## config.mk

```make
export PLATFORM = sky130hd
export DESIGN_NAME = operand_buffer
export DESIGN_NICKNAME = d
export VERILOG_FILES = /design/src/verilog/tpu_pkg.sv /design/src/verilog/operand_buffer.sv
export SDC_FILE = /design/constraint.sdc
export NUM_CORES = 2
export LEC_CHECK = 0
export BUFFER_PORTS_ARGS = -buffer_cell sky130_fd_sc_hd__clkbuf_2
export CAP_MARGIN = 0
export CORE_MARGIN = 3
export CORE_UTILIZATION = 30
export DETAILED_ROUTE_END_ITERATION = 10
export GPL_ROUTABILITY_DRIVEN = 0
export GPL_TIMING_DRIVEN = 0
export PLACE_DENSITY = 0.47
export SYNTH_ARGS = -nofsm -noshare
export SYNTH_HDL_FRONTEND = slang
export SYNTH_SLANG_ARGS = --single-unit
```

## constraint.sdc

```tcl
create_clock -name clk -period 3.8 [get_ports clk]
set_clock_uncertainty 0.05 [all_clocks]
set_input_delay 0.38 -clock clk [delete_from_list [all_inputs] [get_ports clk]]
set_output_delay 0.38 -clock clk [all_outputs]
set_load 0.01 [all_outputs]
```

## src/verilog/tpu_pkg.sv

```systemverilog
// ##############################
// TPU custom instruction package
// Sizes, command opcodes, FSM state
// encodings and the lane array type
// ##############################

package tpu_pkg;

  // Operand buffer and command field sizes
  localparam int ADDR_W   = 8;
  localparam int K_W      = 9;
  localparam int ELEM_W   = 8;
  localparam int ACC_W    = 32;
  localparam int LANES    = 4;
  localparam int LANE_W   = 2;
  localparam int FUNCT7_W = 7;

  // Taken from function_id[9:3]
  typedef enum logic [FUNCT7_W-1:0] {
    OP_WRITE_A = 7'd1,
    OP_WRITE_B = 7'd2,
    OP_COMPUTE = 7'd3,
    OP_READ    = 7'd4
  } opcode_e;

  typedef enum logic [1:0] {
    S_IDLE,
    S_BUSY,
    S_RESP
  } seq_state_e;

  typedef enum logic [1:0] {
    E_IDLE,
    E_FEED,
    E_DRAIN
  } eng_state_e;

  // One accumulator word per PE column
  typedef logic [LANES-1:0][ACC_W-1:0] acc_lanes_t;

endpackage
```

## src/verilog/operand_buffer.sv

```systemverilog
// ##############################
// Operand buffer
// Simple dual-port memory with one
// write port and a registered read
// ##############################

`timescale 1ns/1ps

module operand_buffer
  import tpu_pkg::*;
#(
  parameter int DATA_W = 8
) (
  input  logic              clk,
  input  logic              wr_en,
  input  logic [ADDR_W-1:0] wr_addr,
  input  logic [DATA_W-1:0] wr_data,
  input  logic [ADDR_W-1:0] rd_addr,
  output logic [DATA_W-1:0] rd_data
);

  logic [DATA_W-1:0] mem [2**ADDR_W];

  always_ff @(posedge clk) begin
    if (wr_en) begin
      mem[wr_addr] <= wr_data;
    end
  end

  // Read data shows up one cycle after the address
  always_ff @(posedge clk) begin
    rd_data <= mem[rd_addr];
  end

endmodule

```

# [After elaboration in Yosys (flattened, before gate mapping)]
# Memory sizes are Yosys's and may differ from the RTL's. A register that Yosys moved wholly into a read port is not among the register bits.
# Cells that the tools add are included.
[totals] regBits=0 ram_bits=2048 inputBits=26 out_inout_bits=8 wordCells=3 memories=1
[mem_list] memory="mem" words=256 width=8 read_ports=1 rd_clocked_by_memory_dff=1 write_ports=1 line="operand_buffer.sv:22" rtl="logic [DATA_W-1:0] mem [2**ADDR_W];"
[classes] muxes=2
[ops] operator="two-way mux 1 bit" n=2

# [Logic depth before layout (Yosys ltp)]
[logic_depth] ltp_word=2 mapped_depth=11

# [Least setup slack after synthesis]
# No wires, ideal clock.
[synth_timing] path_kind="in2reg" startpoint="input rd_addr[0]" endpoint="register rd_data[2] (read register of mem)" setup_time_ns=0.131 arrival_ns=2.187 required_time_ns=3.619 slack_ns=1.432 path_stages=9 n_path_buf=4 path_cell_list="buf_6 buf_12 buf_8 buf_2 mux4_2 a22oi_1 a21oi_1 nor4_1 nor4_2"
[synth_rtl] item="start: declaration" line="operand_buffer.sv:18" rtl="input logic [ADDR_W-1:0] rd_addr,"
[synth_rtl] item="end: declaration" line="operand_buffer.sv:19" rtl="output logic [DATA_W-1:0] rd_data"

==> results.ini <==
[clock_network]
cts-root-buf = clkbuf_16
clk_pin_slew_ps = 60
post_cts_buffers = 0
cts_buffer_depth = 3
cts_tree = done
cts.sinks = 2056
htreeDepth = 4
cts_made_buffers = 219
clk_latency_ps = 900

[detailed_routing]
viasPerCell = 5.29
drt_iter0_drc = 5535
met2WireLength_um = 124000
ant_nets = 0
maxUsedRoutingLayer = met5
wl_per_cell_um = 34.5
drtPass1Iterations = 6
drc_errors = 0
drt-met1-wl_um = 112000
vias = 40900
wl_met3_um = 21700
wirelength_um = 266000

[hold_path]
hold_class = in -> reg

[place]
dpl_cell_area_mm2 = 0.0849
hpwlAfterDp_um = 181000
io_buffer_count = 26

[worst_setup_path]
start_kind = input pin
critical_path.cell_chain = clkbuf_2, buf_2, clkdlybuf4s15_1, mux4_2, nor2_1, a2111oi_2, nor3_1, nor4_2
path_class = in -> reg
crit_slowest_cell = clkdlybuf4s15_1
worst-endpoint-required_ps = 4440
crit_fanout = 10
max_stage_delay_ps = 1100
worstSetupEndpointType = register
critical_path_arrival_ps = 4590

[logic_synthesis]
yosysTopAreaCell = edfxtp_1
synthArstFlopShare_pct = 0
synth_top_area_share_pct = 77.3
synth_area_per_cell_um2 = 21.3
ys_types = 55
syn-instance-count = 3733
ys.flop_type = edfxtp_1
seq_area_frac_synth_pct = 77.5
synth_area_leaders = edfxtp_1 (77%), mux4_2 (13%), mux2i_1 (1.7%)
synth_edf_count = 2048
yosysWarnings = 0
synth_nets = 3759
synth_area_mm2 = 0.0796
ys_ff_latch = 2056

[pwr]
power_mw = 48.9
power_density_mw_per_mm2 = 530
pwr-share-clk_pct = 43.1
sw_frac_of_total_pct = 22.9
power.net_switching_mw = 11.2
pwr-share-seq_pct = 51.2
p_leak_nw = 28.0
power_frac_comb_pct = 5.8
ir_worst_vdd_mv = 0.488
p_int_mw = 37.7

[sta]
finalSetupViolCount = 5
fmax_ghz = 0.253
hold_viol = 0
fin_crit_ps = 3950
finalCritPeriodShare_pct = 104
drv_slew = 0
worstMarginPinSlew_ps = 1360
tns_ps = -564
setup_ws_ps = -154
slew_headroom_pct = 9.08
rsz0062_at_grt = false

[global_routing]
antenna_found_initial = 34
grt_pass1_wl_um = 358000
grt_usage_pct = 19.3
grt_pass1_vias = 40900
grt_max_degree = 137
grt.overflow.total = 0

[layout]
layout.nets = 4042
fillers = 24500
drive_gt1_share_pct = 23.3
area.growth.synth_to_final_pct = 15.9
finish.instance_area_mm2 = 0.0922
final_core_util_pct = 35.0

[outcome]
outcome = finished with violations
violations = negative setup slack

[job]
max_cap_violations = 0

[die]
ios = 34
die_h_um = 521
fp.dieArea_mm2 = 0.271
initial_core_util_pct = 30.2
rows = 188
die_w_um = 521
core_mm2 = 0.263

-- critical path: cells and delay by family --
| family | cells | cell delay, ps |
|---|---|---|
| AOI/OAI and AO/OA | 1 | 830 |
| muxes | 1 | 480 |
| and+or+nand+nor | 3 | 1160 |
| buffers and inverters | 3 | 1700 |
-- metrics by stage --
step / worst slack (ps) / cells / hold WS, ps
after floorplan: 1430 / 3733 / 429
after global placement: -2910 / 7274 / 739
after detailed placement: -1850 / 7308 / 579
after CTS: 13.4 / 7711 / 47.4
after global routing: 3.16 / 7714 / 53.3
final: -154 / 7722 / 56.1
-- final timing paths --
check	start	endpoint	slack, ps	depth (start not counted)
max	rd_addr[3]	rd_data[4]	-150	8
min	wr_data[2]	mem[82][2]	60	1
max reg2reg	mem[211][3]	rd_data[3]	370	6
min reg2reg	mem[201][1]	rd_data[1]	1320	5
-- repair_timing --
item                                    4_1_cts  5_1_grt
endpoints found under the hold margin        78        0
endpoints found under the setup margin        8        1
gates resized for setup                      31        2
pin swaps                                     0        0
hold buffers                                  4        0
-- cells by family after synthesis --
logic type             Yosys count  synth area share (%)
flip-flops                    2056                  77.5
multiplexers                   591                  14.6
AND/OR/NAND/NOR                466                  2.63
AO/OA/AOI/OAI                  385                  3.42
buffers and inverters          235                  1.83
-- routing by layer --
metal,track usage (%),up-vias
met3,4.07,406
met1,27.0,22200
met5,0,-
li1,-,16300
met4,5.80,6
met2,30.5,1915
-- cell usage after synthesis (all sizes together) (6+ instances only) --
cell,count
edfxtp,2048
mux4,456
nor2,282
mux2i,134
a22oi,133
buf,122
clkbuf,111
a21oi,96
o221ai,47
nand3,34
nand2,33
nor2b,31
o22ai,28
nor4,27
nor3,22
a211oi,16
a221oi,14
o21ai,12
nand4,10
o211ai,10
a22o,8
dfxtp,8
nand2b,8
and2,6
-- cell usage in the layout, fill, tap and decap left out, types with 8 or more instances in the layout --
cell	n
a21oi_1	96
nand2_1	33
edfxtp_1	2048
a221oi_1	10
clkinv_2	31
a22oi_1	133
nor4_1	9
clkbuf_2	51
nor4_2	17
clkbuf_8	14
nand4_1	10
buf_16	17
buf_2	32
nor2_1	282
buf_6	21
mux4_2	454
clkinv_1	60
buf_4	34
buf_12	18
dfxtp_1	8
nor3_1	22
mux2i_1	134
a211oi_1	15
diode_2	11
buf_8	13
nor2b_1	31
clkinv_16	11
a22o_1	8
o21ai_0	10
bufinv_16	16
clkbuf_16	219
buf_1	14
o22ai_1	28
nand3_1	34
o211ai_1	10
o221ai_1	46
nand2b_1	8
clkbuf_1	123
-- power by group through the flow --
stage          Clock (mW)  Sequential (mW)  Combinational (mW)
2_1_floorplan           0             25.5                1.21
3_3_place_gp            0             25.6                2.69
5_1_grt              22.4             25.0                2.90
6_report             21.1             25.0                2.82
3_5_place_dp            0             25.5                2.80
4_1_cts              21.4             25.0                2.83
-- sequential cells by signal, indices dropped and copies added, names as in the netlist --
signal	flops
mem	2048
rd_data	8
-- layout make-up --
type                            count  area, µm²  area share [%]
Clock inverter                    129       1330            1.44
Sequential cell                  2056      61700            66.9
Multi-Input combinational cell   1442      16600            18.0
Clock buffer                      272       5740            6.22
Antenna cell                       11       27.5          0.0298
Tap cell                         3515       4400            4.77
Buffer                            231       1520            1.65
Timing Repair Buffer               64        966            1.05
Inverter                            2       7.51         0.00814
Power figures use the tool's default switching activity.
