**src/verilog/tpu_pkg.sv**
```systemverilog
// ##############################
// TPU custom instruction package
// Sizes, command opcodes, FSM state
// encodings and the lane array type
// ##############################

package tpu_pkg;

  // Operand buffer and command field sizes
  localparam int ADDR_W   = 8;
  localparam int K_W      = 9;
  localparam int ELEM_W   = 8;
  localparam int ACC_W    = 32;
  localparam int LANES    = 4;
  localparam int LANE_W   = 2;
  localparam int FUNCT7_W = 7;

  // Taken from function_id[9:3]
  typedef enum logic [FUNCT7_W-1:0] {
    OP_WRITE_A = 7'd1,
    OP_WRITE_B = 7'd2,
    OP_COMPUTE = 7'd3,
    OP_READ    = 7'd4
  } opcode_e;

  typedef enum logic [1:0] {
    S_IDLE,
    S_BUSY,
    S_RESP
  } seq_state_e;

  typedef enum logic [1:0] {
    E_IDLE,
    E_FEED,
    E_DRAIN
  } eng_state_e;

  // One accumulator word per PE column
  typedef logic [LANES-1:0][ACC_W-1:0] acc_lanes_t;

endpackage
```
**src/verilog/tpu_ctrl_if.sv**
```systemverilog
// ##############################
// Control interface between the
// sequencer, engine and result store
// ##############################

`timescale 1ns/1ps

interface tpu_ctrl_if import tpu_pkg::*; ();

  logic             start;
  logic [K_W-1:0]   k_len;
  logic             done;
  logic [LANE_W-1:0] lane;
  logic [ACC_W-1:0] lane_value;

  modport seq    (output start, output k_len, output lane,
                  input done, input lane_value);

  modport engine (input start, input k_len, output done);

  modport store  (input done, input lane, output lane_value);

endinterface

```
**src/verilog/cmd_sequencer.sv**
```systemverilog
// ##############################
// Command sequencer
// Decodes CPU commands, drives buffer
// writes and compute start, and holds
// the response until it is taken
// ##############################

`timescale 1ns/1ps

module cmd_sequencer
  import tpu_pkg::*;
(
  input  logic              clk,
  input  logic              rst_n,
  input  logic              cmd_valid,
  output logic              cmd_ready,
  input  logic [9:0]        cmd_function_id,
  input  logic [31:0]       cmd_inputs_0,
  input  logic [31:0]       cmd_inputs_1,
  output logic              rsp_valid,
  input  logic              rsp_ready,
  output logic [31:0]       rsp_outputs_0,
  output logic              a_wr_en,
  output logic              b_wr_en,
  output logic [ADDR_W-1:0] wr_addr,
  output logic [ELEM_W-1:0] a_wr_data,
  output logic [31:0]       b_wr_data,
  tpu_ctrl_if.seq           ctrl
);

  seq_state_e  state_q;
  seq_state_e  state_d;
  opcode_e     opcode;
  logic        accept;
  logic [31:0] rsp_data_q;

  assign opcode    = opcode_e'(cmd_function_id[9:3]);
  assign cmd_ready = (state_q == S_IDLE);
  assign accept    = cmd_valid && cmd_ready;

  // Buffer writes land on the acceptance edge
  assign a_wr_en   = accept && (opcode == OP_WRITE_A);
  assign b_wr_en   = accept && (opcode == OP_WRITE_B);
  assign wr_addr   = cmd_inputs_0[ADDR_W-1:0];
  assign a_wr_data = cmd_inputs_1[31:24];
  assign b_wr_data = cmd_inputs_1;

  assign ctrl.start = accept && (opcode == OP_COMPUTE);
  assign ctrl.k_len = cmd_inputs_0[K_W-1:0];
  assign ctrl.lane  = cmd_inputs_1[LANE_W-1:0];

  always_comb begin
    state_d = state_q;
    case (state_q)
      S_IDLE: begin
        if (accept) begin
          state_d = (opcode == OP_COMPUTE) ? S_BUSY : S_RESP;
        end
      end
      S_BUSY: begin
        if (ctrl.done) begin
          state_d = S_RESP;
        end
      end
      S_RESP: begin
        if (rsp_ready) begin
          state_d = S_IDLE;
        end
      end
      default: state_d = S_IDLE;
    endcase
  end

  always_ff @(posedge clk or negedge rst_n) begin
    if (!rst_n) begin
      state_q <= S_IDLE;
    end else begin
      state_q <= state_d;
    end
  end

  // Only a read returns data, everything else answers 0
  always_ff @(posedge clk or negedge rst_n) begin
    if (!rst_n) begin
      rsp_data_q <= '0;
    end else if (accept) begin
      rsp_data_q <= (opcode == OP_READ) ? ctrl.lane_value : '0;
    end
  end

  assign rsp_valid     = (state_q == S_RESP);
  assign rsp_outputs_0 = rsp_data_q;

  // A pending response must not change before the CPU takes it
  property p_rsp_hold;
    @(posedge clk) disable iff (!rst_n)
      rsp_valid && !rsp_ready |=> rsp_valid && $stable(rsp_outputs_0);
  endproperty
  a_rsp_hold: assert property (p_rsp_hold);

endmodule

```
**src/flat_wrapper.sv**
```systemverilog
// flat-port wrapper written by rule: the top's interface ports become plain ports
module cmd_sequencer_flat import tpu_pkg::*;
  (clk, rst_n, cmd_valid, cmd_ready, cmd_function_id, cmd_inputs_0, cmd_inputs_1, rsp_valid, rsp_ready, rsp_outputs_0, a_wr_en, b_wr_en, wr_addr, a_wr_data, b_wr_data, ctrl_start, ctrl_k_len, ctrl_lane, ctrl_done, ctrl_lane_value);
  tpu_ctrl_if ctrl_i ();
  input  logic clk;
  input  logic rst_n;
  input  logic cmd_valid;
  output logic cmd_ready;
  input  logic [9:0] cmd_function_id;
  input  logic [31:0] cmd_inputs_0;
  input  logic [31:0] cmd_inputs_1;
  output logic rsp_valid;
  input  logic rsp_ready;
  output logic [31:0] rsp_outputs_0;
  output logic a_wr_en;
  output logic b_wr_en;
  output logic [ADDR_W-1:0] wr_addr;
  output logic [ELEM_W-1:0] a_wr_data;
  output logic [31:0] b_wr_data;
  output wire logic [$bits(ctrl_i.start)-1:0] ctrl_start;
  output wire logic [$bits(ctrl_i.k_len)-1:0] ctrl_k_len;
  output wire logic [$bits(ctrl_i.lane)-1:0] ctrl_lane;
  input wire logic [$bits(ctrl_i.done)-1:0] ctrl_done;
  input wire logic [$bits(ctrl_i.lane_value)-1:0] ctrl_lane_value;
  assign ctrl_start = ctrl_i.start;
  assign ctrl_k_len = ctrl_i.k_len;
  assign ctrl_lane = ctrl_i.lane;
  assign ctrl_i.done = ctrl_done;
  assign ctrl_i.lane_value = ctrl_lane_value;
  cmd_sequencer u_core (.clk(clk), .rst_n(rst_n), .cmd_valid(cmd_valid), .cmd_ready(cmd_ready), .cmd_function_id(cmd_function_id), .cmd_inputs_0(cmd_inputs_0), .cmd_inputs_1(cmd_inputs_1), .rsp_valid(rsp_valid), .rsp_ready(rsp_ready), .rsp_outputs_0(rsp_outputs_0), .a_wr_en(a_wr_en), .b_wr_en(b_wr_en), .wr_addr(wr_addr), .a_wr_data(a_wr_data), .b_wr_data(b_wr_data), .ctrl(ctrl_i));
endmodule
```
**config.mk**
```make
export PLATFORM = sky130hd
export DESIGN_NAME = cmd_sequencer_flat
export DESIGN_NICKNAME = d
export VERILOG_FILES = /design/src/verilog/tpu_pkg.sv /design/src/verilog/tpu_ctrl_if.sv /design/src/verilog/cmd_sequencer.sv /design/src/flat_wrapper.sv
export SDC_FILE = /design/constraint.sdc
export NUM_CORES = 1
export LEC_CHECK = 0
export ABC_AREA = 1
export BUFFER_PORTS_ARGS = -buffer_cell sky130_fd_sc_hd__buf_2
export CAP_MARGIN = 30
export CORE_MARGIN = 2
export CORE_UTILIZATION = 30
export DETAILED_ROUTE_END_ITERATION = 8
export GPL_ROUTABILITY_DRIVEN = 0
export PLACE_DENSITY = 0.71
export SLEW_MARGIN = 40
export SYNTH_ARGS = -nofsm -noshare
export SYNTH_HDL_FRONTEND = slang
export SYNTH_SLANG_ARGS = --single-unit
export TNS_END_PERCENT = 100
```
**constraint.sdc**
```tcl
create_clock -name clk -period 1.15 [get_ports clk]
set_clock_uncertainty 0.15 [all_clocks]
set_input_delay 0.0575 -clock clk [delete_from_list [all_inputs] [get_ports clk]]
set_output_delay 0.0575 -clock clk [all_outputs]
set_load 0.05 [all_outputs]
```
---- Word-level counts from Yosys, hierarchy flattened ----
Cells that the tools add are included.
storage, ports and cells
  bits of input ports ..................... 111
  output and inout bits ................... 96
  register bits after elaboration ......... 34
operators by class
  multiplexer cells ....................... 6
  reductions and logical operators ........ 6
  eq/ne operators ......................... 9
operators with widths
  kind                  count
  $mux W32              1
  $eq A7 B2 Y1 const B  2
  $mux W2               4
  $eq A7 B1 Y1 const B  1
  $eq A7 B3 Y1 const B  1
  $pmux W2 S3           1
  $logic_and A1 B1 Y1   4
  $ne A2 B2 Y1 const B  2
  $reduce_and A3 Y1     1
  $eq A2 B1 Y1 const B  1
  $eq A2 B2 Y1 const B  1
  $logic_not A2 Y1      1
  $ne A2 B1 Y1 const B  1

---- Logic depth before layout (Yosys ltp) ----
  depth after elaboration ................. 4
  mapped depth ............................ 7
  gate-level depth less buffers ........... 6

---- Least setup slack after synthesis ----
No wires, ideal clock.
  kind .................................... flip-flop to output port
  start ................................... register u_core.state_q[0]
  end ..................................... output b_wr_en
  arrival ................................. 2.134 ns
  path buffers ............................ 1
  stages on the path, launching flop included .. 7
  data required time ...................... 0.942 ns
  setup slack ............................. -1.192 ns
  path through ............................ dfrtp_1 nor2_4 nand2_2 buf_6 inv_1 nand2_1 nor3_1
between the ends
  word-level cells in the longest chain between the ends .. 3
RTL lines
  item                      RTL line             RTL
  start: declaration        cmd_sequencer.sv:31  seq_state_e state_q;
  start signal: assignment  cmd_sequencer.sv:78  state_q <= state_d;
  $logic_not A2 Y1          cmd_sequencer.sv:38  assign cmd_ready = (state_q == S_IDLE);
  net cmd_ready             flat_wrapper.sv:8    output logic cmd_ready;
  $logic_and A1 B1 Y1       cmd_sequencer.sv:39  assign accept = cmd_valid && cmd_ready;
  $logic_and A1 B1 Y1       cmd_sequencer.sv:43  assign b_wr_en = accept && (opcode == OP_WRITE_B);
  end: declaration          flat_wrapper.sv:16   output logic b_wr_en;
The timed path passes the listed nets, and every way through them passes these cells.

---- Worst setup path after layout ----
  start ................................... register u_core.state_q[1]
  end ..................................... output b_wr_en
between the ends
  word-level cells in the longest chain between the ends .. 3
RTL lines
  item                 RTL line
  $logic_not A2 Y1     cmd_sequencer.sv:38
  $logic_and A1 B1 Y1  cmd_sequencer.sv:39
  $logic_and A1 B1 Y1  cmd_sequencer.sv:43
Every way passes these cells.

==> metrics.csv <==
stage;metric;value;unit
timing;tightest_slew;0.515;ns
synthesis;synthXorXnorAreaFrac;0;%
synthesis;ys_seq_area_share;39.5;%
grt;grt_max_degree;35;
route;routedWlPerCell;14.2;µm
route;finalWirelength;7180;µm
clock_network;cts_tree;yes;
timing;setup_tns;-14.61;ns
clock_network;clockBufferDepth;2;
status;status;complete, but fails checks;
setup_path;start_kind;flip-flop;
finish;final_common_cell;nand2_1;
grt;grt_pass1_vias;2077;
timing;finalSetupViolations;39;
finish;drive_above_1_share;41.1;%
floorplanning;rows;30;
synthesis;ys_seq_elements;34;
place;dp_hpwl;3120;µm
timing;rsz0062_at_grt;true;
finish;fin_util;51.4;%
synthesis;synth_top_family_by_area;buffers and inverters;
timing;fin_crit;1.57;ns
finish;nets;521;
power;p_leak;1.98;nW
timing;slew_violations;0;
place;dp.cells;412;
floorplanning;start_util;31.4;%
setup_path;endpoint;b_wr_en;
grt;grt_overflow;0;
clock_network;clk_pin_slew;0.08;ns
route;drt_iter0_markers;42;
route;vias_per_cell;4.25;
setup_path;r2r_slack;-0.42;ns
setup_path;worstPathArrival;1.37;ns
floorplanning;die_area;7880;µm²
synthesis;synthDistinctLibCells;14;
synthesis;netlist_instances;299;
grt;grtUsageTotal;16.2;%
min_path;hp-class;input port to flip-flop;
power;p_per_area;1010;nW/µm²
setup_path;worstPathRequired;0.94;ns
status;violations;setup timing;
finish;finalNonFillerCells;507;
setup_path;timing.rr.end;u_core.rsp_outputs_0[14];
setup_path;worst_r2r_startpoint;u_core.state_q[1];
route;drc_errors;0;
route;dr_total_vias;2156;
setup_path;end_kind;primary output;
floorplanning;fp.dieH;88.8;µm
clock_network;htreeDepth;2;
grt;antenna_found_initial;0;
setup_path;criticalPathCategory;flip-flop to primary output;
clock_network;clock_sinks;34;
synthesis;syn_area_per_cell;7.21;µm²
floorplanning;die_w;88.8;µm
finish;n_antenna_cell;0;
grt;grt_pass1_wl;9730;µm
setup_path;r2r_cells;8;
synthesis;yosysWarningCount;0;
finish;layout_common_cells;103 x nand2_1, 76 x buf_2, 58 x dlygate4sd3_1;
synthesis;yosys.area_share.simple;29.5;%
power;finalPower;3.55;mW
synthesis;synth_mux_area_share;0;%
synthesis;netlist_area;2160;µm²
timing;fin_ws;-0.423;ns
finish;area_growth;63.7;%
timing;max_freq;0.636;GHz
synthesis;synth_fp_nets;410;
route;firstDrtPassIters;4;
clock_network;clock_latency;0.28;ns
timing;fin_crit_sh;137;%
clock_network;cts_root_buffer;clkbuf_8;
timing;slew_headroom;65.5;%
power;ir_drop;0.000461;V
route;ant_nets;0;
timing;holdWs;0.0954;ns
synthesis;synthAdderAreaFrac;0;%
floorplanning;top_level_ports;207;
timing;hold_viol_final;0;
place;port_buffers;80;
clock_network;cts_made_buffers;5;
synthesis;synth-compound-area-share;0.464;%
setup_path;crit_path_start;u_core.state_q[1];
job;maxCapViolCount;0;
setup_path;crit_path_max_fanout;3;
floorplanning;core;6870;µm²
[area by class of cell]
class / instances / area (µm²)
clock buffer: 7 / 86.3
clock inverter: 1 / 5.00
fill: 632 / 3340
inverter: 38 / 148
multi-input combinational: 158 / 865
sequential: 34 / 852
tap: 96 / 120
timing repair buffer: 173 / 1450
[metal layers]
| layer | track usage, % | vias to the layer above | part of all wire [%] |
|---|---|---|---|
| met1 | 17.2 | 997 | 37 |
| met4 | 4.41 | 0 | 1.2 |
| met3 | 4.94 | 11 | 7.7 |
| li1 | - | 1032 | - |
| met5 | 0 | - | 0 |
| met2 | 30.7 | 116 | 54 |
[critical path, stage by stage (launching register included)]
cell and delay [ns]:
dfrtp_1 0.42, nor2_4 0.17, nand2_4 0.07, inv_4 0.06, nand2_4 0.06, nor3_4 0.11
buf_6 0.18
[power breakdown]
| part | internal (mW) | switching, mW |
|---|---|---|
| clock network | 0.484 | 0.450 |
| registers | 1.21 | 0.0114 |
| logic | 0.512 | 0.887 |
[how the worst min path moves through the flow]
stage / startpoint / end / cells past startpoint
floorplan: rst_n / u_core.rsp_outputs_0[0] / 0
detailed placement: rst_n / u_core.rsp_outputs_0[3] / 2
global placement: rst_n / u_core.rsp_outputs_0[3] / 2
CTS: cmd_function_id[6] / u_core.state_q[0] / 6
global route: cmd_function_id[6] / u_core.state_q[0] / 6
finish: cmd_function_id[6] / u_core.state_q[0] / 6
[metrics by stage]
step,setup WS [ns],area [µm²]
after floorplan,-0.565,2200
after global placement,-0.178,2280
after detailed placement,-0.213,2280
after CTS,-0.432,3280
after global routing,-0.491,3530
final,-0.423,3530
[registers in the layout, indices dropped and copies added (netlist names)]
| name | cells |
|---|---|
| u_core.state_q | 2 |
| u_core.rsp_outputs_0 | 32 |
[cell usage after synthesis (all sizes together)]
cell	instances	area, µm²
nand3	1	5.00
nand2	106	400
nand3b	2	15.0
inv	38	143
nor2	44	200
o21ai	2	10.0
buf	69	517
nor3	3	15.0
dfrtp	34	851
[cell families (layout without fill, tap and decap cells)]
group | count (synthesis) | count (layout)
AOI/OAI and AO/OA | 2 | 2
DFF | 34 | 34
and+or+nand+nor | 156 | 156
buffers and inverters | 107 | 219
[timing repair]
action / in CTS / in global routing
gates resized for setup: 17 / 74
pin swaps: 6 / 27
hold buffers: 76 / 0
gates cloned: 3 / 3
hold endpoints to repair: 127 / 0
buffers inserted: 2 / 3
setup endpoints to repair: 39 / 56
Note: power is estimated with default switching activity, not from simulation.
