<file path="src/verilog/tpu_pkg.sv">
// ##############################
// TPU custom instruction package
// Sizes, command opcodes, FSM state
// encodings and the lane array type
// ##############################

package tpu_pkg;

  // Operand buffer and command field sizes
  localparam int ADDR_W   = 8;
  localparam int K_W      = 9;
  localparam int ELEM_W   = 8;
  localparam int ACC_W    = 32;
  localparam int LANES    = 4;
  localparam int LANE_W   = 2;
  localparam int FUNCT7_W = 7;

  // Taken from function_id[9:3]
  typedef enum logic [FUNCT7_W-1:0] {
    OP_WRITE_A = 7'd1,
    OP_WRITE_B = 7'd2,
    OP_COMPUTE = 7'd3,
    OP_READ    = 7'd4
  } opcode_e;

  typedef enum logic [1:0] {
    S_IDLE,
    S_BUSY,
    S_RESP
  } seq_state_e;

  typedef enum logic [1:0] {
    E_IDLE,
    E_FEED,
    E_DRAIN
  } eng_state_e;

  // One accumulator word per PE column
  typedef logic [LANES-1:0][ACC_W-1:0] acc_lanes_t;

endpackage
</file>
<file path="src/verilog/tpu_ctrl_if.sv">
// ##############################
// Control interface between the
// sequencer, engine and result store
// ##############################

`timescale 1ns/1ps

interface tpu_ctrl_if import tpu_pkg::*; ();

  logic             start;
  logic [K_W-1:0]   k_len;
  logic             done;
  logic [LANE_W-1:0] lane;
  logic [ACC_W-1:0] lane_value;

  modport seq    (output start, output k_len, output lane,
                  input done, input lane_value);

  modport engine (input start, input k_len, output done);

  modport store  (input done, input lane, output lane_value);

endinterface

</file>
<file path="src/verilog/mac_pe.sv">
// ##############################
// MAC processing element
// Signed multiply-accumulate that
// passes its A operand to the east
// ##############################

`timescale 1ns/1ps

module mac_pe
  import tpu_pkg::*;
(
  input  logic              clk,
  input  logic              rst_n,
  input  logic              clear,
  input  logic [ELEM_W-1:0] a_in,
  input  logic [ELEM_W-1:0] b_in,
  output logic [ELEM_W-1:0] a_out,
  output logic [ACC_W-1:0]  acc
);

  logic signed [2*ELEM_W-1:0] prod;
  logic signed [ACC_W-1:0]    acc_q;
  logic [ELEM_W-1:0]          a_q;

  assign prod = $signed(a_in) * $signed(b_in);

  always_ff @(posedge clk or negedge rst_n) begin
    if (!rst_n) begin
      acc_q <= '0;
      a_q   <= '0;
    end else begin
      a_q <= a_in;
      // Sum wraps at the accumulator width
      if (clear) begin
        acc_q <= '0;
      end else begin
        acc_q <= acc_q + prod;
      end
    end
  end

  assign a_out = a_q;
  assign acc   = acc_q;

endmodule

</file>
<file path="src/verilog/matmul_engine.sv">
// ##############################
// Matrix row engine
// Streams K operands from the buffers
// through a skewed row of MAC PEs
// and signals when sums are final
// ##############################

`timescale 1ns/1ps

module matmul_engine
  import tpu_pkg::*;
(
  input  logic              clk,
  input  logic              rst_n,
  input  logic [ELEM_W-1:0] a_rd_data,
  input  logic [31:0]       b_rd_data,
  output logic [ADDR_W-1:0] rd_addr,
  output acc_lanes_t        lanes,
  tpu_ctrl_if.engine        ctrl
);

  eng_state_e        state_q;
  logic [K_W-1:0]    k_q;
  logic [K_W-1:0]    issue_cnt;
  logic [LANE_W:0]   drain_cnt;
  logic              data_valid_q;
  logic [ELEM_W-1:0] a_gated;
  logic [ELEM_W-1:0] b_col [LANES];
  logic [ELEM_W-1:0] b_skew [LANES];
  logic [ELEM_W-1:0] a_chain [LANES+1];

  always_ff @(posedge clk or negedge rst_n) begin
    if (!rst_n) begin
      state_q   <= E_IDLE;
      k_q       <= '0;
      issue_cnt <= '0;
      drain_cnt <= '0;
    end else begin
      case (state_q)
        E_IDLE: begin
          if (ctrl.start) begin
            k_q       <= ctrl.k_len;
            issue_cnt <= '0;
            drain_cnt <= '0;
            // K of zero skips straight to the drain wait
            state_q   <= (ctrl.k_len == '0) ? E_DRAIN : E_FEED;
          end
        end
        E_FEED: begin
          issue_cnt <= issue_cnt + 1'b1;
          if (issue_cnt == k_q - K_W'(1)) begin
            state_q <= E_DRAIN;
          end
        end
        E_DRAIN: begin
          drain_cnt <= drain_cnt + 1'b1;
          if (drain_cnt == (LANE_W+1)'(LANES)) begin
            state_q <= E_IDLE;
          end
        end
        default: state_q <= E_IDLE;
      endcase
    end
  end

  assign rd_addr   = issue_cnt[ADDR_W-1:0];
  // Skew of LANES-1 plus one cycle of read latency has elapsed
  assign ctrl.done = (state_q == E_DRAIN) && (drain_cnt == (LANE_W+1)'(LANES));

  // Read data is valid the cycle after an address is issued
  always_ff @(posedge clk or negedge rst_n) begin
    if (!rst_n) begin
      data_valid_q <= 1'b0;
    end else begin
      data_valid_q <= (state_q == E_FEED);
    end
  end

  assign a_gated    = data_valid_q ? a_rd_data : '0;
  assign a_chain[0] = a_gated;

  for (genvar j = 0; j < LANES; j++) begin : g_col
    // Column 0 sits in the top byte
    assign b_col[j] = data_valid_q ? b_rd_data[ELEM_W*(LANES-1-j) +: ELEM_W] : '0;

    if (j == 0) begin : g_direct
      assign b_skew[j] = b_col[j];
    end else begin : g_delay
      logic [ELEM_W-1:0] dly_q [j];

      // j stages to line B up with A on the forwarding chain
      always_ff @(posedge clk or negedge rst_n) begin
        if (!rst_n) begin
          dly_q <= '{default: '0};
        end else begin
          dly_q[0] <= b_col[j];
          for (int s = 1; s < j; s++) begin
            dly_q[s] <= dly_q[s-1];
          end
        end
      end

      assign b_skew[j] = dly_q[j-1];
    end

    mac_pe u_pe (
      .clk   (clk),
      .rst_n (rst_n),
      .clear (ctrl.start),
      .a_in  (a_chain[j]),
      .b_in  (b_skew[j]),
      .a_out (a_chain[j+1]),
      .acc   (lanes[j])
    );
  end

  a_start_idle: assert property (
    @(posedge clk) disable iff (!rst_n) ctrl.start |-> state_q == E_IDLE
  );

endmodule

</file>
<file path="src/flat_wrapper.sv">
// flat-port wrapper written by rule: the top's interface ports become plain ports
module matmul_engine_flat import tpu_pkg::*;
  (clk, rst_n, a_rd_data, b_rd_data, rd_addr, lanes, ctrl_start, ctrl_k_len, ctrl_done);
  tpu_ctrl_if ctrl_i ();
  input  logic clk;
  input  logic rst_n;
  input  logic [ELEM_W-1:0] a_rd_data;
  input  logic [31:0] b_rd_data;
  output logic [ADDR_W-1:0] rd_addr;
  output acc_lanes_t lanes;
  input wire logic [$bits(ctrl_i.start)-1:0] ctrl_start;
  input wire logic [$bits(ctrl_i.k_len)-1:0] ctrl_k_len;
  output wire logic [$bits(ctrl_i.done)-1:0] ctrl_done;
  assign ctrl_i.start = ctrl_start;
  assign ctrl_i.k_len = ctrl_k_len;
  assign ctrl_done = ctrl_i.done;
  matmul_engine u_core (.clk(clk), .rst_n(rst_n), .a_rd_data(a_rd_data), .b_rd_data(b_rd_data), .rd_addr(rd_addr), .lanes(lanes), .ctrl(ctrl_i));
endmodule
</file>
<file path="config.mk">
export PLATFORM = sky130hd
export DESIGN_NAME = matmul_engine_flat
export DESIGN_NICKNAME = d
export VERILOG_FILES = /design/src/verilog/tpu_pkg.sv /design/src/verilog/tpu_ctrl_if.sv /design/src/verilog/mac_pe.sv /design/src/verilog/matmul_engine.sv /design/src/flat_wrapper.sv
export SDC_FILE = /design/constraint.sdc
export NUM_CORES = 2
export LEC_CHECK = 0
export ABC_AREA = 1
export ABC_CLOCK_PERIOD_IN_PS = 18200
export BUFFER_PORTS_ARGS = -buffer_cell sky130_fd_sc_hd__buf_2
export CAP_MARGIN = 20
export CORE_AREA = 2 2 258 260
export DETAILED_ROUTE_END_ITERATION = 10
export DIE_AREA = 0 0 260 262
export PLACE_DENSITY = 0.7
export SKIP_LAST_GASP = 1
export SYNTH_ARGS = -nofsm -noshare
export SYNTH_HDL_FRONTEND = slang
export SYNTH_SLANG_ARGS = --single-unit
</file>
<file path="constraint.sdc">
create_clock -name clk -period 18.2 [get_ports clk]
set_input_delay 3.64 -clock clk [delete_from_list [all_inputs] [get_ports clk]]
set_output_delay 3.64 -clock clk [all_outputs]
set_load 0.01 [all_outputs]
</file>
Word-level counts from Yosys, hierarchy flattened
Index checks and enable logic that the tools add are counted.
{"block": "totals", "register_bits": 224, "input_bits": 52, "output_inout_bits": 137, "elab_cells": 63}
{"block": "classes", "add_sub_neg": 7, "mul": 4, "eq_ne": 7, "n_mux": 18, "n_reduce_logical": 9}
{"cell": "32-bit by 16-bit adder with 32-bit output", "n": 4}
{"cell": "32-bit 2-to-1 mux", "n": 4}
{"cell": "8-bit by 8-bit multiplier with 16-bit output", "n": 4}
{"cell": "8-bit 2-to-1 mux", "n": 5}
{"cell": "9-bit one-hot mux with 2 select lines", "n": 1}
{"cell": "9-bit by 1-bit adder with 9-bit output, second input constant", "n": 1}
{"cell": "9-bit == test", "n": 1}
{"cell": "9-bit logical NOT", "n": 1}
{"cell": "9-bit 2-to-1 mux", "n": 1}
{"cell": "9-bit by 1-bit subtractor with 9-bit output, second input constant", "n": 1}
{"cell": "2-bit 2-to-1 mux", "n": 4}
{"cell": "2-bit one-hot mux with 3 select lines", "n": 1}
{"cell": "3-bit one-hot mux with 2 select lines", "n": 1}
{"cell": "2-bit AND reduction", "n": 3}
{"cell": "2-bit by 1-bit != test with 1-bit output, second input constant", "n": 2}
{"cell": "2-bit nonzero test", "n": 2}
{"cell": "3-bit by 1-bit adder with 3-bit output, second input constant", "n": 1}
{"cell": "3-bit == test, second input constant", "n": 1}
{"cell": "3-bit 2-to-1 mux", "n": 1}
{"cell": "3-bit AND reduction", "n": 1}
{"cell": "2-bit by 1-bit == test with 1-bit output, second input constant", "n": 1}
{"cell": "2-bit == test, second input constant", "n": 1}
{"cell": "2-bit logical NOT", "n": 1}
{"cell": "2-bit != test, second input constant", "n": 1}
{"cell": "1-bit logical AND", "n": 1}

Depth between registers and ports, before layout
{"block": "depth", "word_depth": 4, "mapped_depth": 25, "depth_no_buf": 24}

Modules after synthesis
A second synthesis with hierarchy kept.
{"block": "hier_totals", "hier_cells": 3882, "hier_area_um2": 32227.2}
{"mod": "mac_pe at u_core.g_col[1].u_pe", "n_inst": 1, "cells_each": 873, "area_per_inst_um2": 7327.0, "seq_area_each_um2": 1001.0}
{"mod": "mac_pe at u_core.g_col[0].u_pe", "n_inst": 1, "cells_each": 898, "area_per_inst_um2": 7319.5, "seq_area_each_um2": 1001.0}
{"mod": "mac_pe at u_core.g_col[3].u_pe", "n_inst": 1, "cells_each": 888, "area_per_inst_um2": 7294.5, "seq_area_each_um2": 1001.0}
{"mod": "mac_pe at u_core.g_col[2].u_pe", "n_inst": 1, "cells_each": 879, "area_per_inst_um2": 7263.2, "seq_area_each_um2": 1001.0}
{"mod": "matmul_engine", "n_inst": 1, "cells_each": 344, "area_per_inst_um2": 3022.9, "seq_area_each_um2": 1801.7}

Worst setup path after synthesis
No wires, ideal clock.
{"block": "synth_path", "kind": "input-to-reg", "start": "input a_rd_data[7]", "end": "register u_core.g_col[0].u_pe.acc_q[17]", "setup_time_ns": 0.117, "arrival_time_ns": 9.366, "required_time_ns": 18.083, "slack_ns": 8.717, "cell_stages": 14, "path_buffers": 0, "path_cell_list": "nand2_1 -> nor2_1 -> fa_1 -> fa_1 -> fa_1 -> fa_1 -> fa_1 -> ha_1 -> a21oi_1 -> a21boi_4 -> nor2_1 -> or2_1 -> nor2_1 -> nor2_1"}
{"block": "synth_between", "elab_chain_cells": 4}
{"element": "from (decl)", "line": "flat_wrapper.sv:7", "text": "input logic [ELEM_W-1:0] a_rd_data;"}
{"element": "8-bit 2-to-1 mux", "line": "matmul_engine.sv:79", "text": "assign a_gated = data_valid_q ? a_rd_data : '0;"}
{"element": "8-bit by 8-bit multiplier with 16-bit output", "line": "mac_pe.sv:25", "text": "assign prod = $signed(a_in) * $signed(b_in);"}
{"element": "32-bit by 16-bit adder with 32-bit output", "line": "mac_pe.sv:37", "text": "acc_q <= acc_q + prod;"}
{"element": "32-bit 2-to-1 mux", "line": "mac_pe.sv:34", "text": "if (clear) begin"}
{"element": "to (signal assigned)", "line": "mac_pe.sv:37"}
{"element": "to (decl)", "line": "mac_pe.sv:22", "text": "logic signed [ACC_W-1:0] acc_q;"}
Every way passes these cells.
A chain may end at the register's enable or synchronous reset.

==> impl_results.md <==
* Setup Fix Bufs, Post-CTS at 0
* CTS sink cnt at 224
* DR vias/cell at 4.97
* Die Ht at 262 um
* CTS max path bufs at 3
* Slew Limit Fails at 0
* Fin crit share at 45.9%
* Finished Cell Area at 0.0341 sq mm
* Fmax at 0.120 GHz
* Total clock buffers created by CTS at 34
* Core footprint at 0.0653 sq mm
* Worst slew margin at 39.0%
* Finish-stage setup viols at 0
* Reg2reg start: u_core.data_valid_q
* Dpl hpwl at 63.3 mm
* IO buf count at 188
* H-tree levels at 2
* Post-CTS Resized at 0
* Final wirelength at 76.5 mm
* Post-DP Area at 0.0328 sq mm
* DP Worst Slack at approximately 9.3 ns
* Worst Skew at 0.0269 ns
* FFs w/ async S/R, synth at 100%
* Max-Cap Viols at 0
* Fin Setup TNS at 0 ns
* Main synth FF type: dfrtp_1
* Final Hold Vio Count at 0
* # rows at 94
* Netlist Area Pre-Place at 0.0310 sq mm
* Sequential share of the synthesized area at between 10% and 20%
* Drt drc at 0
* Worst Hold Launch: u_core.g_col[3].g_delay.dly_q[14]
* Synth top area cells: fa_1 (35%), dfrtp_1 (18%), ha_1 (11%)
* Antenna Nets Post-Route at 0
* Clock transition at the registers of the reported paths at ~0.060 ns
* RSZ-0062 raised after global routing: false
* Clk_lat worst skew at 0.56 ns
* Avg Inst Size Synth at 8.49 sq um
* Crit path time final at 8.35 ns
* Root Driver: clkbuf_16
* Routed vias at 23364
* Wire per inst at roughly 16 um
* Area delta synth->final at 9.97%
* CP Max Fanout at 13
* Status: finished, final reports clean
* Type of origin of the critical path: primary input
* Worst Hold Class: flip-flop to flip-flop
* Arr. time, crit path at 8.79 ns
* Post-synth EDFFs at 0
* Mapped Cells at ~3600
* Biggest area consumer among synthesized cells: fa_1
* Critical Path RT at 18.65 ns
* Share of the synthesized area in the top cell type at 35.2%
* Ys Warns at 0
* Die width at 260 um
* Iter 0 DRT Violations at 1279
* Share of cells above drive strength 1 at 7.53%
* Largest net degree at the start of global routing at 91
* Crit path from: a_rd_data[7]
* Die area at between 0.06 and 0.07 sq mm
* Total grt overflow at 0
* First-pass GRT wire length at around 130 mm
* GRT Util Overall at a little under a quarter
* Worst setup margin at 9.85 ns
* Antenna violations before repair at 2
* Vias in the first global route at 24854
* Synth unique cells at 42
* CTS tree: built
* Post-Syn Nets at between 4000 and 5000
* Nets@finish at between 4000 and 5000
* GPL Wtd Cong at ~0.95
* FF+latch count, synth at 224
* Kind of critical path: primary input to flip-flop
* Count of hold-fix buffers inserted at cts at 0
* Initial core utilization at a little under half
* Least-Margin Pin Slew at approximately 0.92 ns
* IO Pins at approximately 190
* Drt first pass iters at 6
* Setup crit end kind: flip-flop
[layout by cell type (no fill, tap or decap), drive strengths merged, types with 11 or more instances in the layout]
master / synthesis / routed
o21bai: 18 / 18
nand3: 111 / 111
nand3b: 12 / 12
o21ai: 110 / 110
nand2: 793 / 793
xor2: 11 / 11
fa: 544 / 544
clkbuf: 56 / 46
buf: 16 / 203
xnor2: 37 / 37
inv: 830 / 832
nor3: 23 / 23
a21oi: 153 / 153
dfrtp: 224 / 224
ha: 284 / 284
nor2: 359 / 359
nand4: 29 / 29
[worst max-delay path, cell delays in order]
cell and delay (ns):
buf_2 0.09, nand2_1 0.16, inv_1 0.20, nand2_1 0.17
fa_1 0.65, fa_1 0.61, inv_1 0.58, fa_1 0.55
fa_1 0.45, ha_1 0.29, ha_1 0.42, nand2_1 0.13
nor2_1 0.16, inv_1 0.08, nor2_1 0.16, nand4_1 0.13
nand3b_1 0.15, nand2_1 0.07, nand2_1 0.06, nor2_1 0.04
[cells by family after synthesis]
logic type               share of synthesized area [%]
flip-flops                                        18.1
AO/OA/AOI/OAI                                     5.15
AND/OR/NAND/NOR                                   17.7
buffers and inverters                             11.1
XOR/XNOR                                          1.36
adder cells (fa/ha/maj)                           46.6
[layout make-up]
cell class	instances	area, sq um
sequential	224	5610
inverter	831	3120
fill	6181	31200
tap	864	1080
multi-input combinational	2520	21900
antenna	2	5.00
clock buffer	46	976
clock inverter	15	256
timing repair buffer	203	1080
[worst paths after layout]
path	endpoint	slack (ns)	cells after the start
max reg2reg	u_core.g_col[0].u_pe.acc[22]	12.17	20
max	u_core.g_col[0].u_pe.acc[22]	9.85	20
max in group asynchronous	u_core.b_skew[0]	12.84	3
min	u_core.b_skew[6]	0.35	0
min in group asynchronous	u_core.g_col[1].u_pe.acc[28]	3.12	1
min reg2reg	u_core.b_skew[6]	0.35	0
[registers in the layout, indices dropped and copies added (netlist names)]
register                    flops
u_core.g_col.g_delay.dly_q     32
u_core.g_col.u_pe.a_out        24
u_core.b_skew                  16
u_core.data_valid_q             1
u_core.g_col.u_pe.acc         128
u_core.issue_cnt                9
u_core.state_q                  2
u_core.drain_cnt                3
u_core.k_q                      9
[layer usage]
metal / routed length (um) / vias up / GRT usage (%)
li1: - / 11271 / -
met2: 37900 / 525 / 41.1
met5: 0 / - / 0
met3: 3620 / 130 / 3.48
met4: 2530 / 0 / 7.71
met1: 32500 / 11438 / 30.8
[synth_stat cells (4+ instances only)]
library cell and number:
ha_1 284, nand2_1 788, o21ai_0 108, fa_1 544, nor4_1 5, o21bai_1 18, inv_1 830, a21boi_0 4
dfrtp_1 224, nand2_2 5, buf_4 8, nor3_1 20, nand3b_1 12, buf_2 6, nand3_1 108, xnor2_1 37
nor2_2 5, a21oi_1 151, nor2_1 353, xor2_1 11, nand4_1 29, and2_1 4, o211ai_1 5, clkbuf_1 55
[metrics by stage]
stage	std cells	hold slack (ns)	util (%)
2_1_floorplan	3647	0.331	-
3_3_place_gp	4641	0.332	50.3
3_5_place_dp	4641	0.336	50.3
4_1_cts	4702	0.346	52.1
5_1_grt	4705	0.350	52.2
6_report	4705	0.345	52.2
Power is not shown: default switching activity piles up to over one toggle a cycle in this logic, so the estimate is an artifact.
